[src/logic/dma_regs_pkg.sv]
// DMA register-side definitions
// register map, control and status layouts, and load strobes to the masters
`default_nettype none

package dma_regs_pkg;

  localparam int CTL_ADDR_W = 3;
  localparam int REG_DATA_W = 27;

  typedef enum logic [CTL_ADDR_W-1:0] {
    REG_STATUS        = 3'd0,
    REG_READ_ADDR     = 3'd1,
    REG_WRITE_ADDR    = 3'd2,
    REG_LENGTH        = 3'd3,
    REG_CONTROL       = 3'd6,
    REG_CONTROL_ALIAS = 3'd7
  } dma_reg_addr_e;

  // bit positions of the control fields in the register word
  localparam int CTRL_BYTE_BIT = 0;
  localparam int CTRL_HW_BIT   = 1;
  localparam int CTRL_GO_BIT   = 3;
  localparam int CTRL_I_EN_BIT = 4;
  localparam int CTRL_LEEN_BIT = 7;
  localparam int CTRL_RCON_BIT = 8;
  localparam int CTRL_WCON_BIT = 9;

  typedef struct packed {
    logic wcon;
    logic rcon;
    logic leen;
    logic i_en;
    logic go;
    logic hw;
    logic byte_access;
  } dma_ctrl_t;

  // length-end enabled, everything else off
  localparam dma_ctrl_t CTRL_RESET = '{leen: 1'b1, default: 1'b0};

  // status word, bits 4 down to 0
  typedef struct packed {
    logic len;
    logic rsvd_weop;
    logic rsvd_reop;
    logic busy;
    logic done;
  } dma_status_t;

  typedef struct packed {
    logic                  load_read_addr;
    logic                  load_write_addr;
    logic                  load_length;
    logic                  load_control_go;
    logic [REG_DATA_W-1:0] value;
  } dma_load_t;

  function automatic dma_ctrl_t ctrl_from_word(input logic [REG_DATA_W-1:0] w);
    dma_ctrl_t c;
    c.byte_access = w[CTRL_BYTE_BIT];
    c.hw          = w[CTRL_HW_BIT];
    c.go          = w[CTRL_GO_BIT];
    c.i_en        = w[CTRL_I_EN_BIT];
    c.leen        = w[CTRL_LEEN_BIT];
    c.rcon        = w[CTRL_RCON_BIT];
    c.wcon        = w[CTRL_WCON_BIT];
    return c;
  endfunction

  function automatic logic [REG_DATA_W-1:0] ctrl_to_word(input dma_ctrl_t c);
    logic [REG_DATA_W-1:0] w;
    w                = '0;
    w[CTRL_BYTE_BIT] = c.byte_access;
    w[CTRL_HW_BIT]   = c.hw;
    w[CTRL_GO_BIT]   = c.go;
    w[CTRL_I_EN_BIT] = c.i_en;
    w[CTRL_LEEN_BIT] = c.leen;
    w[CTRL_RCON_BIT] = c.rcon;
    w[CTRL_WCON_BIT] = c.wcon;
    return w;
  endfunction

endpackage

`default_nettype wire

[src/logic/dma_bus_pkg.sv]
// DMA bus-side definitions
// master port widths, FIFO sizing, and request and response bundles
`default_nettype none

package dma_bus_pkg;

  localparam int ADDR_W     = 27;
  localparam int DATA_W     = 16;
  localparam int LEN_W      = 26;
  localparam int FIFO_DEPTH = 64;
  localparam int FIFO_AW    = 6;

  typedef struct packed {
    logic              chipselect;
    logic [ADDR_W-1:0] address;
  } dma_rd_req_t;

  typedef struct packed {
    logic              waitrequest;
    logic              readdatavalid;
    logic [DATA_W-1:0] readdata;
  } dma_rd_rsp_t;

  typedef struct packed {
    logic                  chipselect;
    logic [ADDR_W-1:0]     address;
    logic [DATA_W/8-1:0]   byteenable;
    logic [DATA_W-1:0]     writedata;
  } dma_wr_req_t;

  typedef enum logic {
    RD_IDLE,
    RD_ACCESS
  } dma_rd_state_e;

endpackage

`default_nettype wire

[src/logic/dma_fifo.sv]
// DMA data FIFO
// 64 words between the read and write masters; full is estimated from reads
// already issued so returned data always has room
`timescale 1ns/1ps
`default_nettype none

module dma_fifo (
  input  logic                           clk,
  input  logic                           reset_n,
  input  logic                           write,
  input  logic [dma_bus_pkg::DATA_W-1:0] wr_data,
  input  logic                           read,
  input  logic                           flush,
  input  logic                           inc_pending,
  output logic [dma_bus_pkg::DATA_W-1:0] rd_data,
  output logic                           not_empty,
  output logic                           full_next
);
  import dma_bus_pkg::*;

  logic [DATA_W-1:0]  mem [FIFO_DEPTH];
  logic [DATA_W-1:0]  ram_q;
  logic [DATA_W-1:0]  bypass_data;
  logic               bypass_valid;
  logic [FIFO_AW-1:0] wr_ptr;
  logic [FIFO_AW-1:0] rd_ptr;
  logic [FIFO_AW-1:0] rd_ptr_next;
  logic [FIFO_AW-1:0] est_wr_ptr;
  logic               empty;
  logic               empty_next;
  logic               full;
  logic               grow;
  logic               shrink;
  logic               collision;

  assign grow   = write & ~read;
  assign shrink = read & ~write;

  // pointers count down
  assign rd_ptr_next = flush ? '0 : (read ? rd_ptr - 1'b1 : rd_ptr);

  assign empty_next = flush | (~grow & empty) | (shrink & (wr_ptr == rd_ptr - 1'b1));
  // est_wr_ptr moves on every issued read, ahead of the data
  assign full_next  = ~flush &
                      ((~shrink & full) | (inc_pending & (est_wr_ptr == rd_ptr_next)));

  assign collision = write && wr_ptr == rd_ptr_next;
  assign not_empty = ~empty;
  assign rd_data   = bypass_valid ? bypass_data : ram_q;

  always_ff @(posedge clk or negedge reset_n)
  begin
    if (!reset_n)
    begin
      wr_ptr       <= '0;
      rd_ptr       <= '0;
      est_wr_ptr   <= '1;
      empty        <= 1'b1;
      full         <= 1'b0;
      bypass_valid <= 1'b0;
    end
    else
    begin
      rd_ptr <= rd_ptr_next;
      empty  <= empty_next;
      full   <= full_next;
      if (flush)
      begin
        wr_ptr     <= '0;
        est_wr_ptr <= '1;
      end
      else
      begin
        if (write)
          wr_ptr <= wr_ptr - 1'b1;
        if (inc_pending)
          est_wr_ptr <= est_wr_ptr - 1'b1;
      end
      if (collision)
        bypass_valid <= 1'b1;
      else if (read)
        bypass_valid <= 1'b0;
    end
  end

  // registered read port returns old data on a same-slot write
  always_ff @(posedge clk)
  begin
    if (write)
      mem[wr_ptr] <= wr_data;
    ram_q <= mem[rd_ptr_next];
  end

  always_ff @(posedge clk)
  begin
    if (collision)
      bypass_data <= wr_data;
  end

  no_read_when_empty: assert property (@(posedge clk) disable iff (!reset_n)
    read |-> !empty)
    else $error("FIFO read while empty");

endmodule

`default_nettype wire

[src/logic/dma_read_master.sv]
// DMA read master
// issues reads from the source address while the FIFO has room and the
// length lasts, and steers returned bytes into the FIFO write data
`timescale 1ns/1ps
`default_nettype none

module dma_read_master (
  input  logic                           clk,
  input  logic                           reset_n,
  input  dma_regs_pkg::dma_load_t        load,
  input  dma_regs_pkg::dma_ctrl_t        ctrl,
  output dma_bus_pkg::dma_rd_req_t       rd_req,
  input  dma_bus_pkg::dma_rd_rsp_t       rd_rsp,
  input  logic                           full_next,
  input  logic                           done_write_next,
  output logic                           inc_read,
  output logic [dma_bus_pkg::DATA_W-1:0] fifo_wr_data,
  output logic [dma_bus_pkg::ADDR_W-1:0] read_addr
);
  import dma_bus_pkg::*;

  dma_rd_state_e     state;
  dma_rd_state_e     state_next;
  logic              start;
  logic [LEN_W-1:0]  length;
  logic [LEN_W-1:0]  step;
  logic [ADDR_W-1:0] addr_inc;
  logic              length_zero;
  logic              length_zero_next;
  logic              done_read_next;
  logic              lane_sel;

  // 1 byte or 2 bytes per access
  assign step     = LEN_W'({ctrl.hw, ctrl.byte_access});
  assign addr_inc = ctrl.rcon ? '0 : ADDR_W'({ctrl.hw, ctrl.byte_access});

  assign rd_req   = '{chipselect: state == RD_ACCESS, address: read_addr};
  assign inc_read = rd_req.chipselect & ~rd_rsp.waitrequest;

  assign length_zero_next = inc_read && !length_zero && (length - step) == '0;
  assign done_read_next   = (ctrl.leen && (length_zero_next || length_zero)) ||
                            done_write_next;

  // a go write starts the machine without waiting for the control register
  assign start = ctrl.go | load.load_control_go;

  always_comb
  begin
    state_next = state;
    case (state)
      RD_IDLE:
        if (start && !full_next && !done_read_next)
          state_next = RD_ACCESS;
      RD_ACCESS:
        if (!rd_rsp.waitrequest && (full_next || done_read_next))
          state_next = RD_IDLE;
      default:
        state_next = RD_IDLE;
    endcase
  end

  always_ff @(posedge clk or negedge reset_n)
  begin
    if (!reset_n)
    begin
      state       <= RD_IDLE;
      read_addr   <= '0;
      length      <= '0;
      length_zero <= 1'b1;
      lane_sel    <= 1'b0;
    end
    else
    begin
      state <= state_next;
      if (load.load_read_addr)
        read_addr <= load.value[ADDR_W-1:0];
      else if (inc_read)
        read_addr <= read_addr + addr_inc;
      if (load.load_length)
        length <= load.value[LEN_W-1:0];
      else if (inc_read && !length_zero)
        length <= length - step;
      if (load.load_length)
        length_zero <= 1'b0;
      else if (length_zero_next)
        length_zero <= 1'b1;
      // lane of the next returned byte, toggling per word in byte mode
      if (load.load_control_go || load.load_length)
        lane_sel <= read_addr[0];
      else if (rd_rsp.readdatavalid)
        lane_sel <= lane_sel ^ addr_inc[0];
    end
  end

  assign fifo_wr_data = {rd_rsp.readdata[DATA_W-1:8],
                         (ctrl.byte_access && lane_sel) ? rd_rsp.readdata[DATA_W-1:8]
                                                        : rd_rsp.readdata[7:0]};

  rd_hold_on_wait: assert property (@(posedge clk) disable iff (!reset_n)
    rd_req.chipselect && rd_rsp.waitrequest |=>
      rd_req.chipselect && $stable(rd_req.address))
    else $error("read request changed under waitrequest");

endmodule

`default_nettype wire

[src/logic/dma_write_master.sv]
// DMA write master
// drains the FIFO to the destination address, forms byte enables and lane
// copies, and flags the end of the transfer
`timescale 1ns/1ps
`default_nettype none

module dma_write_master (
  input  logic                           clk,
  input  logic                           reset_n,
  input  dma_regs_pkg::dma_load_t        load,
  input  dma_regs_pkg::dma_ctrl_t        ctrl,
  output dma_bus_pkg::dma_wr_req_t       wr_req,
  input  logic                           waitrequest,
  input  logic                           not_empty,
  input  logic [dma_bus_pkg::DATA_W-1:0] rd_data,
  output logic                           fifo_read,
  output logic [dma_bus_pkg::ADDR_W-1:0] write_addr,
  output logic [dma_bus_pkg::LEN_W-1:0]  write_length,
  output logic                           done_write,
  output logic                           done_write_next,
  output logic                           write_length_zero
);
  import dma_bus_pkg::*;

  logic [LEN_W-1:0]    step;
  logic [ADDR_W-1:0]   addr_inc;
  logic                length_zero_next;
  logic [DATA_W/8-1:0] byteenable;
  logic [DATA_W-1:0]   writedata;

  assign step     = LEN_W'({ctrl.hw, ctrl.byte_access});
  assign addr_inc = ctrl.wcon ? '0 : ADDR_W'({ctrl.hw, ctrl.byte_access});

  // a write is accepted on the first cycle without waitrequest
  assign fifo_read = not_empty & ~waitrequest;

  assign length_zero_next = fifo_read && !write_length_zero && (write_length - step) == '0;
  assign done_write_next  = ctrl.leen && (length_zero_next || write_length_zero);

  // bytes go to the lane picked by address bit 0, on both lanes of the data
  assign byteenable = ctrl.byte_access ? {write_addr[0], ~write_addr[0]} : {ctrl.hw, ctrl.hw};
  assign writedata  = ctrl.byte_access ? {2{rd_data[7:0]}} : rd_data;

  assign wr_req = '{
    chipselect: not_empty,
    address:    write_addr,
    byteenable: byteenable,
    writedata:  writedata
  };

  always_ff @(posedge clk or negedge reset_n)
  begin
    if (!reset_n)
    begin
      write_addr        <= '0;
      write_length      <= '0;
      write_length_zero <= 1'b1;
      done_write        <= 1'b0;
    end
    else
    begin
      done_write <= done_write_next;
      if (load.load_write_addr)
        write_addr <= load.value[ADDR_W-1:0];
      else if (fifo_read)
        write_addr <= write_addr + addr_inc;
      if (load.load_length)
        write_length <= load.value[LEN_W-1:0];
      else if (fifo_read && !write_length_zero)
        write_length <= write_length - step;
      if (load.load_length)
        write_length_zero <= 1'b0;
      else if (length_zero_next)
        write_length_zero <= 1'b1;
    end
  end

endmodule

`default_nettype wire

[src/logic/dma_ctl_regs.sv]
// DMA control registers
// decodes register writes into load strobes, holds the control word and the
// done and len status bits, raises the interrupt and flushes the FIFO when
// a transfer completes
`timescale 1ns/1ps
`default_nettype none

module dma_ctl_regs (
  input  logic                                clk,
  input  logic                                reset_n,
  input  logic                                ctl_chipselect,
  input  logic                                ctl_write_n,
  input  dma_regs_pkg::dma_reg_addr_e         ctl_address,
  input  logic [dma_regs_pkg::REG_DATA_W-1:0] ctl_writedata,
  output logic [dma_regs_pkg::REG_DATA_W-1:0] ctl_readdata,
  input  logic [dma_bus_pkg::ADDR_W-1:0]      read_addr,
  input  logic [dma_bus_pkg::ADDR_W-1:0]      write_addr,
  input  logic [dma_bus_pkg::LEN_W-1:0]       write_length,
  input  logic                                done_write,
  input  logic                                write_length_zero,
  output dma_regs_pkg::dma_load_t             load,
  output dma_regs_pkg::dma_ctrl_t             ctrl,
  output logic                                flush,
  output logic                                irq
);
  import dma_regs_pkg::*;

  logic        reg_write;
  logic        ctrl_write;
  logic        status_write;
  logic        done_transaction;
  logic        done_transaction_d;
  logic        done;
  logic        len;
  dma_status_t status;

  assign reg_write    = ctl_chipselect & ~ctl_write_n;
  assign ctrl_write   = reg_write &&
                        (ctl_address == REG_CONTROL || ctl_address == REG_CONTROL_ALIAS);
  assign status_write = reg_write && ctl_address == REG_STATUS;

  // strobes live only in the cycle of the bus write
  assign load = '{
    load_read_addr:  reg_write && ctl_address == REG_READ_ADDR,
    load_write_addr: reg_write && ctl_address == REG_WRITE_ADDR,
    load_length:     reg_write && ctl_address == REG_LENGTH,
    load_control_go: ctrl_write && ctl_writedata[CTRL_GO_BIT],
    value:           ctl_writedata
  };

  always_ff @(posedge clk or negedge reset_n)
  begin
    if (!reset_n)
      ctrl <= CTRL_RESET;
    else if (ctrl_write)
      ctrl <= ctrl_from_word(ctl_writedata);
  end

  // one pulse on the rising edge of completion
  assign done_transaction = ctrl.go & done_write;
  assign flush            = done_transaction & ~done_transaction_d;

  always_ff @(posedge clk or negedge reset_n)
  begin
    if (!reset_n)
    begin
      done_transaction_d <= 1'b0;
      done               <= 1'b0;
      len                <= 1'b0;
    end
    else
    begin
      done_transaction_d <= done_transaction;
      if (status_write)
      begin
        done <= 1'b0;
        len  <= 1'b0;
      end
      else if (flush)
      begin
        done <= 1'b1;
        len  <= len | write_length_zero;
      end
    end
  end

  assign status = '{
    len:       len,
    rsvd_weop: 1'b0,
    rsvd_reop: 1'b0,
    busy:      ctrl.go & ~done_write,
    done:      done
  };

  assign irq = ctrl.i_en & done;

  // readback follows the address whatever the strobes do
  always_ff @(posedge clk or negedge reset_n)
  begin
    if (!reset_n)
      ctl_readdata <= '0;
    else
      case (ctl_address)
        REG_STATUS:     ctl_readdata <= REG_DATA_W'(status);
        REG_READ_ADDR:  ctl_readdata <= REG_DATA_W'(read_addr);
        REG_WRITE_ADDR: ctl_readdata <= REG_DATA_W'(write_addr);
        REG_LENGTH:     ctl_readdata <= REG_DATA_W'(write_length);
        REG_CONTROL,
        REG_CONTROL_ALIAS:
          ctl_readdata <= ctrl_to_word(ctrl);
        default:        ctl_readdata <= '0;
      endcase
  end

  irq_needs_done: assert property (@(posedge clk) disable iff (!reset_n)
    irq |-> done)
    else $error("irq high while done is low");

endmodule

`default_nettype wire

[src/logic/dma_top.sv]
// DMA engine top level
// register port, read master, data FIFO and write master with their links
`timescale 1ns/1ps
`default_nettype none

module dma_top (
  input  logic                                clk,
  input  logic                                reset_n,
  input  logic                                ctl_chipselect,
  input  logic                                ctl_write_n,
  input  dma_regs_pkg::dma_reg_addr_e         ctl_address,
  input  logic [dma_regs_pkg::REG_DATA_W-1:0] ctl_writedata,
  output logic [dma_regs_pkg::REG_DATA_W-1:0] ctl_readdata,
  output logic                                irq,
  output dma_bus_pkg::dma_rd_req_t            rd_req,
  input  dma_bus_pkg::dma_rd_rsp_t            rd_rsp,
  output dma_bus_pkg::dma_wr_req_t            wr_req,
  input  logic                                wr_waitrequest
);
  import dma_regs_pkg::*;
  import dma_bus_pkg::*;

  dma_load_t         load;
  dma_ctrl_t         ctrl;
  logic              flush;
  logic [ADDR_W-1:0] read_addr;
  logic [ADDR_W-1:0] write_addr;
  logic [LEN_W-1:0]  write_length;
  logic              done_write;
  logic              done_write_next;
  logic              write_length_zero;
  logic              inc_read;
  logic [DATA_W-1:0] fifo_wr_data;
  logic              full_next;
  logic              not_empty;
  logic [DATA_W-1:0] fifo_rd_data;
  logic              fifo_read;

  dma_ctl_regs dma_ctl_regs_inst (
    .clk               (clk),
    .reset_n           (reset_n),
    .ctl_chipselect    (ctl_chipselect),
    .ctl_write_n       (ctl_write_n),
    .ctl_address       (ctl_address),
    .ctl_writedata     (ctl_writedata),
    .ctl_readdata      (ctl_readdata),
    .read_addr         (read_addr),
    .write_addr        (write_addr),
    .write_length      (write_length),
    .done_write        (done_write),
    .write_length_zero (write_length_zero),
    .load              (load),
    .ctrl              (ctrl),
    .flush             (flush),
    .irq               (irq)
  );

  dma_read_master dma_read_master_inst (
    .clk             (clk),
    .reset_n         (reset_n),
    .load            (load),
    .ctrl            (ctrl),
    .rd_req          (rd_req),
    .rd_rsp          (rd_rsp),
    .full_next       (full_next),
    .done_write_next (done_write_next),
    .inc_read        (inc_read),
    .fifo_wr_data    (fifo_wr_data),
    .read_addr       (read_addr)
  );

  // returned read data is pushed as it arrives
  dma_fifo dma_fifo_inst (
    .clk         (clk),
    .reset_n     (reset_n),
    .write       (rd_rsp.readdatavalid),
    .wr_data     (fifo_wr_data),
    .read        (fifo_read),
    .flush       (flush),
    .inc_pending (inc_read),
    .rd_data     (fifo_rd_data),
    .not_empty   (not_empty),
    .full_next   (full_next)
  );

  dma_write_master dma_write_master_inst (
    .clk               (clk),
    .reset_n           (reset_n),
    .load              (load),
    .ctrl              (ctrl),
    .wr_req            (wr_req),
    .waitrequest       (wr_waitrequest),
    .not_empty         (not_empty),
    .rd_data           (fifo_rd_data),
    .fifo_read         (fifo_read),
    .write_addr        (write_addr),
    .write_length      (write_length),
    .done_write        (done_write),
    .done_write_next   (done_write_next),
    .write_length_zero (write_length_zero)
  );

endmodule

`default_nettype wire

[config.mk]
export PLATFORM = sky130hd
export DESIGN_NAME = dma_top
export DESIGN_NICKNAME = d
export VERILOG_FILES = /design/src/logic/dma_regs_pkg.sv /design/src/logic/dma_bus_pkg.sv /design/src/logic/dma_fifo.sv /design/src/logic/dma_read_master.sv /design/src/logic/dma_write_master.sv /design/src/logic/dma_ctl_regs.sv /design/src/logic/dma_top.sv
export SDC_FILE = /design/constraint.sdc
export NUM_CORES = 2
export LEC_CHECK = 0
export BUFFER_PORTS_ARGS = -buffer_cell sky130_fd_sc_hd__clkbuf_2
export CORE_ASPECT_RATIO = 1.1
export CORE_MARGIN = 3
export CORE_UTILIZATION = 55
export DETAILED_ROUTE_END_ITERATION = 10
export GPL_ROUTABILITY_DRIVEN = 1
export PLACE_DENSITY = 0.78
export SLEW_MARGIN = 20
export SYNTH_ARGS = -nofsm -noshare
export SYNTH_HDL_FRONTEND = slang
export SYNTH_SLANG_ARGS = --single-unit
[constraint.sdc]
create_clock -name clk -period 5.15 [get_ports clk]
set_input_delay 0.2575 -clock clk [delete_from_list [all_inputs] [get_ports clk]]
set_output_delay 0.2575 -clock clk [all_outputs]
set_load 0.03 [all_outputs]
==> impl_metrics.toml <==
[synth]
synth_compound_area_share_pct = 4.752
async_flop_share_pct = 13.80
synth_top_family_by_area = "simple AND/OR/NAND/NOR gates"
syn-mean-instance-area_um2 = 12.84
yosys.area_share.simple_pct = 14.86
synth_area_um2 = 51760
syn_nets = 4099
synth_top_flop_cell = "edfxtp_1"
synth.largest_area_cell = "edfxtp_1"
synthAdderAreaFrac_pct = 0.4206
synth_xor_area_share_pct = 2.234
synth-warning-count = 0
synth.area.mux_share_pct = 5.864
synth_cells = 4031
synth_top_area_share_pct = 60.33
synth_edf_count = 1040
yosys-top-cells-area = "edfxtp_1 60%, dfrtp_1 7.7%, nand2_1 6.0%, mux2i_1 4.6%, nand3_1 3.9%"
synth.distinct_cells = 81
ys_ff_latch = 1225
ys_seq_area_share_pct = 69.15

[setup_path]
arrival_ps = 4790
r2r_start = "dma_fifo_inst.empty"
rr_worst_depth = 10
rrSetupSlack_ps = 1000
path_max_fanout = 28
crit_type = "reg2reg"
cp-start-kind = "flip-flop"
critPathRequiredTime_ps = 5800
worst_setup_path_end_kind = "flip-flop"
reg2reg_to = "dma_fifo_inst.ram_q[8]"

[power]
vdd_ir_drop_max_mv = 0.6816
p_leak_nw = 20.77
powerDensity_nw_per_um2 = 539.3

[worst_hold_path]
hold_path_class = "in2reg"
hp-start = "ctl_write_n"
hold_path_end = "dma_ctl_regs_inst.done"
holdPathStages = 4

[placed_design]
place_congestion = 0.9753
io_buffers = 154
dpl.hpwl_mm = 93.35
dp_cells = 5321

[sta]
clock_skew_ps = 36.79
final_max_slew_viol_count = 0
worst_slew_pin_slew_ps = 1208
hold_viol = 0
fin_worst_hold_slack_ps = 61.70
grt_setup_unrepaired = "no"
fmax_mhz = 241.2
setup_viol = 0
fin_crit_ps = 4146
min_period_over_period_pct = 80.50
tns_ps = 0
slew_headroom_pct = 19.14

[cells_and_area]
drive_above_1_share_pct = 13.13
finalNonFillerCells = 5570
layout_commonest_cell = "edfxtp_1"
fin_nets = 4286
nFillCells = 6720
most-common-layout-cells = "1040 x edfxtp_1, 827 x nand2_1, 407 x nand3_1"
areaGrowthSynthToFinish_pct = 12.28

[die]
die_area_um2 = 97830
io_pins = 155
die_height_um = 327.8
start_util_pct = 55.68
core_region_area_um2 = 92960
fp-row-count = 117
dieWidth_um = 298.5

[drt]
drc_errors = 0
first_pass_iters = 6
ant_nets = 0
avgViaCountPerCell = 6.317
drtIter0Drc = 4705
finalWirelength_mm = 149.7
post_drt_wl_per_cell_um = 26.88
vias = 35190

[clock_network]
htree_levels = 3
cts_tree = "done"
cts_buffer_depth = 3
cts_resized = 0
clock_sinks = 1225
clk_latency_ps = 710
cts_buffers = 115
clk_pin_slew_worst_paths_ps = 70
clockRootBuffer = "clkbuf_16"

[grt]
antenna_found_initial = 7
grt_pass1_vias = 33650
grt_pass1_wl_mm = 219.6
grt_start_max_net_pins = 177
grt_usage_pct = 30.20
grt-ovfl-total = 0

[status]
status = "completed"

[job]
cap_violations = 0
-- worst max-delay path, stage by stage (launching register included) --
cell and delay [ps]:
dfstp_2 600, or2_1 480, nor3_2 130, o21ai_4 240, inv_4 110, nor2_4 790
buf_12 260, buf_4 300, a32oi_1 250, a31oi_1 640, or4_1 220
-- area by class of cell --
class / count / area (um2) / share of cell area [%]
antenna: 3 / 7.507 / 0.01292
clock buffer: 151 / 3075 / 5.292
clock inverter: 66 / 589.3 / 1.014
inverter: 33 / 146.4 / 0.2519
multi-input combinational: 2514 / 14630 / 25.18
sequential: 1225 / 35790 / 61.58
tap: 1249 / 1563 / 2.689
timing repair buffer: 329 / 2313 / 3.981
-- logic make-up after synthesis --
logic type | Yosys count
AND/OR/NAND/NOR | 1706
flip-flops | 1225
AO/OA/AOI/OAI | 366
multiplexers | 295
buffers and inverters | 292
XOR/XNOR | 132
adder cells (fa/ha/maj) | 15
-- sequential cells by signal (all words and copies together) (netlist names), 6 cells and up --
| register | count |
|---|---|
| dma_read_master_inst.read_addr | 27 |
| dma_write_master_inst.write_addr | 27 |
| dma_fifo_inst.rd_ptr | 6 |
| dma_fifo_inst.ram_q | 16 |
| dma_fifo_inst.mem | 1024 |
| dma_write_master_inst.write_length | 26 |
| dma_ctl_regs_inst.ctl_readdata | 27 |
| dma_read_master_inst.length | 26 |
| dma_fifo_inst.est_wr_ptr | 6 |
| dma_fifo_inst.bypass_data | 16 |
| dma_ctl_regs_inst.ctrl | 7 |
| dma_fifo_inst.wr_ptr | 6 |
-- where the power goes --
group	leakage, nW	total (mW)	switching [mW]	internal, mW
registers	11.5	12.7	0.884	11.8
logic	7.49	10.4	7.27	3.14
clock network	1.77	8.25	3.68	4.57
-- per-layer routing --
layer / track usage, % / vias to the layer above / share of wire (%) / wire, um
met5: 0 / - / 0.027 / 40
met1: 39.11 / 17200 / 35 / 53000
met3: 6.305 / 476 / 12 / 17220
met4: 19.40 / 6 / 7.3 / 10930
met2: 46.72 / 2312 / 46 / 68500
li1: - / 15190 / - / -
-- worst max path at each step --
stage	from	end	slack (ps)	cells past startpoint
after global placement	wr_waitrequest	dma_fifo_inst.ram_q[8]	1150	11
after detailed placement	wr_waitrequest	dma_fifo_inst.ram_q[8]	1120	11
after CTS	dma_ctl_regs_inst.ctrl[2]	dma_fifo_inst.ram_q[8]	1130	11
after floorplan	dma_fifo_inst.empty	dma_fifo_inst.bypass_data[0]	1000	10
final	dma_fifo_inst.empty	dma_fifo_inst.ram_q[8]	1000	10
after global routing	dma_fifo_inst.empty	dma_fifo_inst.ram_q[8]	930	10
-- through the flow --
step                utilization, %  setup WS (ps)  power [mW]  cell area [um2]
global route                 62.52          930.5       32.39            58110
global placement             58.24           1151       22.74            54140
detailed placement           58.25           1117       22.93            54150
CTS                          62.51           1126       31.12            58110
finish                       62.52           1004       31.34            58120
floorplan                        -           1000       19.15            51760
-- cells in the mapped netlist, drive strengths merged, types with 22 or more instances --
library cell  count
edfxtp         1040
nand2           830
nand3           408
mux2i           238
nor2            197
dfrtp           159
clkbuf          151
a21oi           108
buf             108
nand4            71
xnor2            70
a32oi            64
xor2             62
a31oi            56
mux2             56
o21ai            54
and3             43
nor3             38
inv              32
or4              22
-- what timing repair did --
action | CTS | global route
endpoints found under the setup margin | 0 | 0
buffers inserted | 0 | 0
hold buffers | 29 | 0
hold endpoints to repair | 169 | 0
Note: power is estimated with default switching activity, not from simulation.
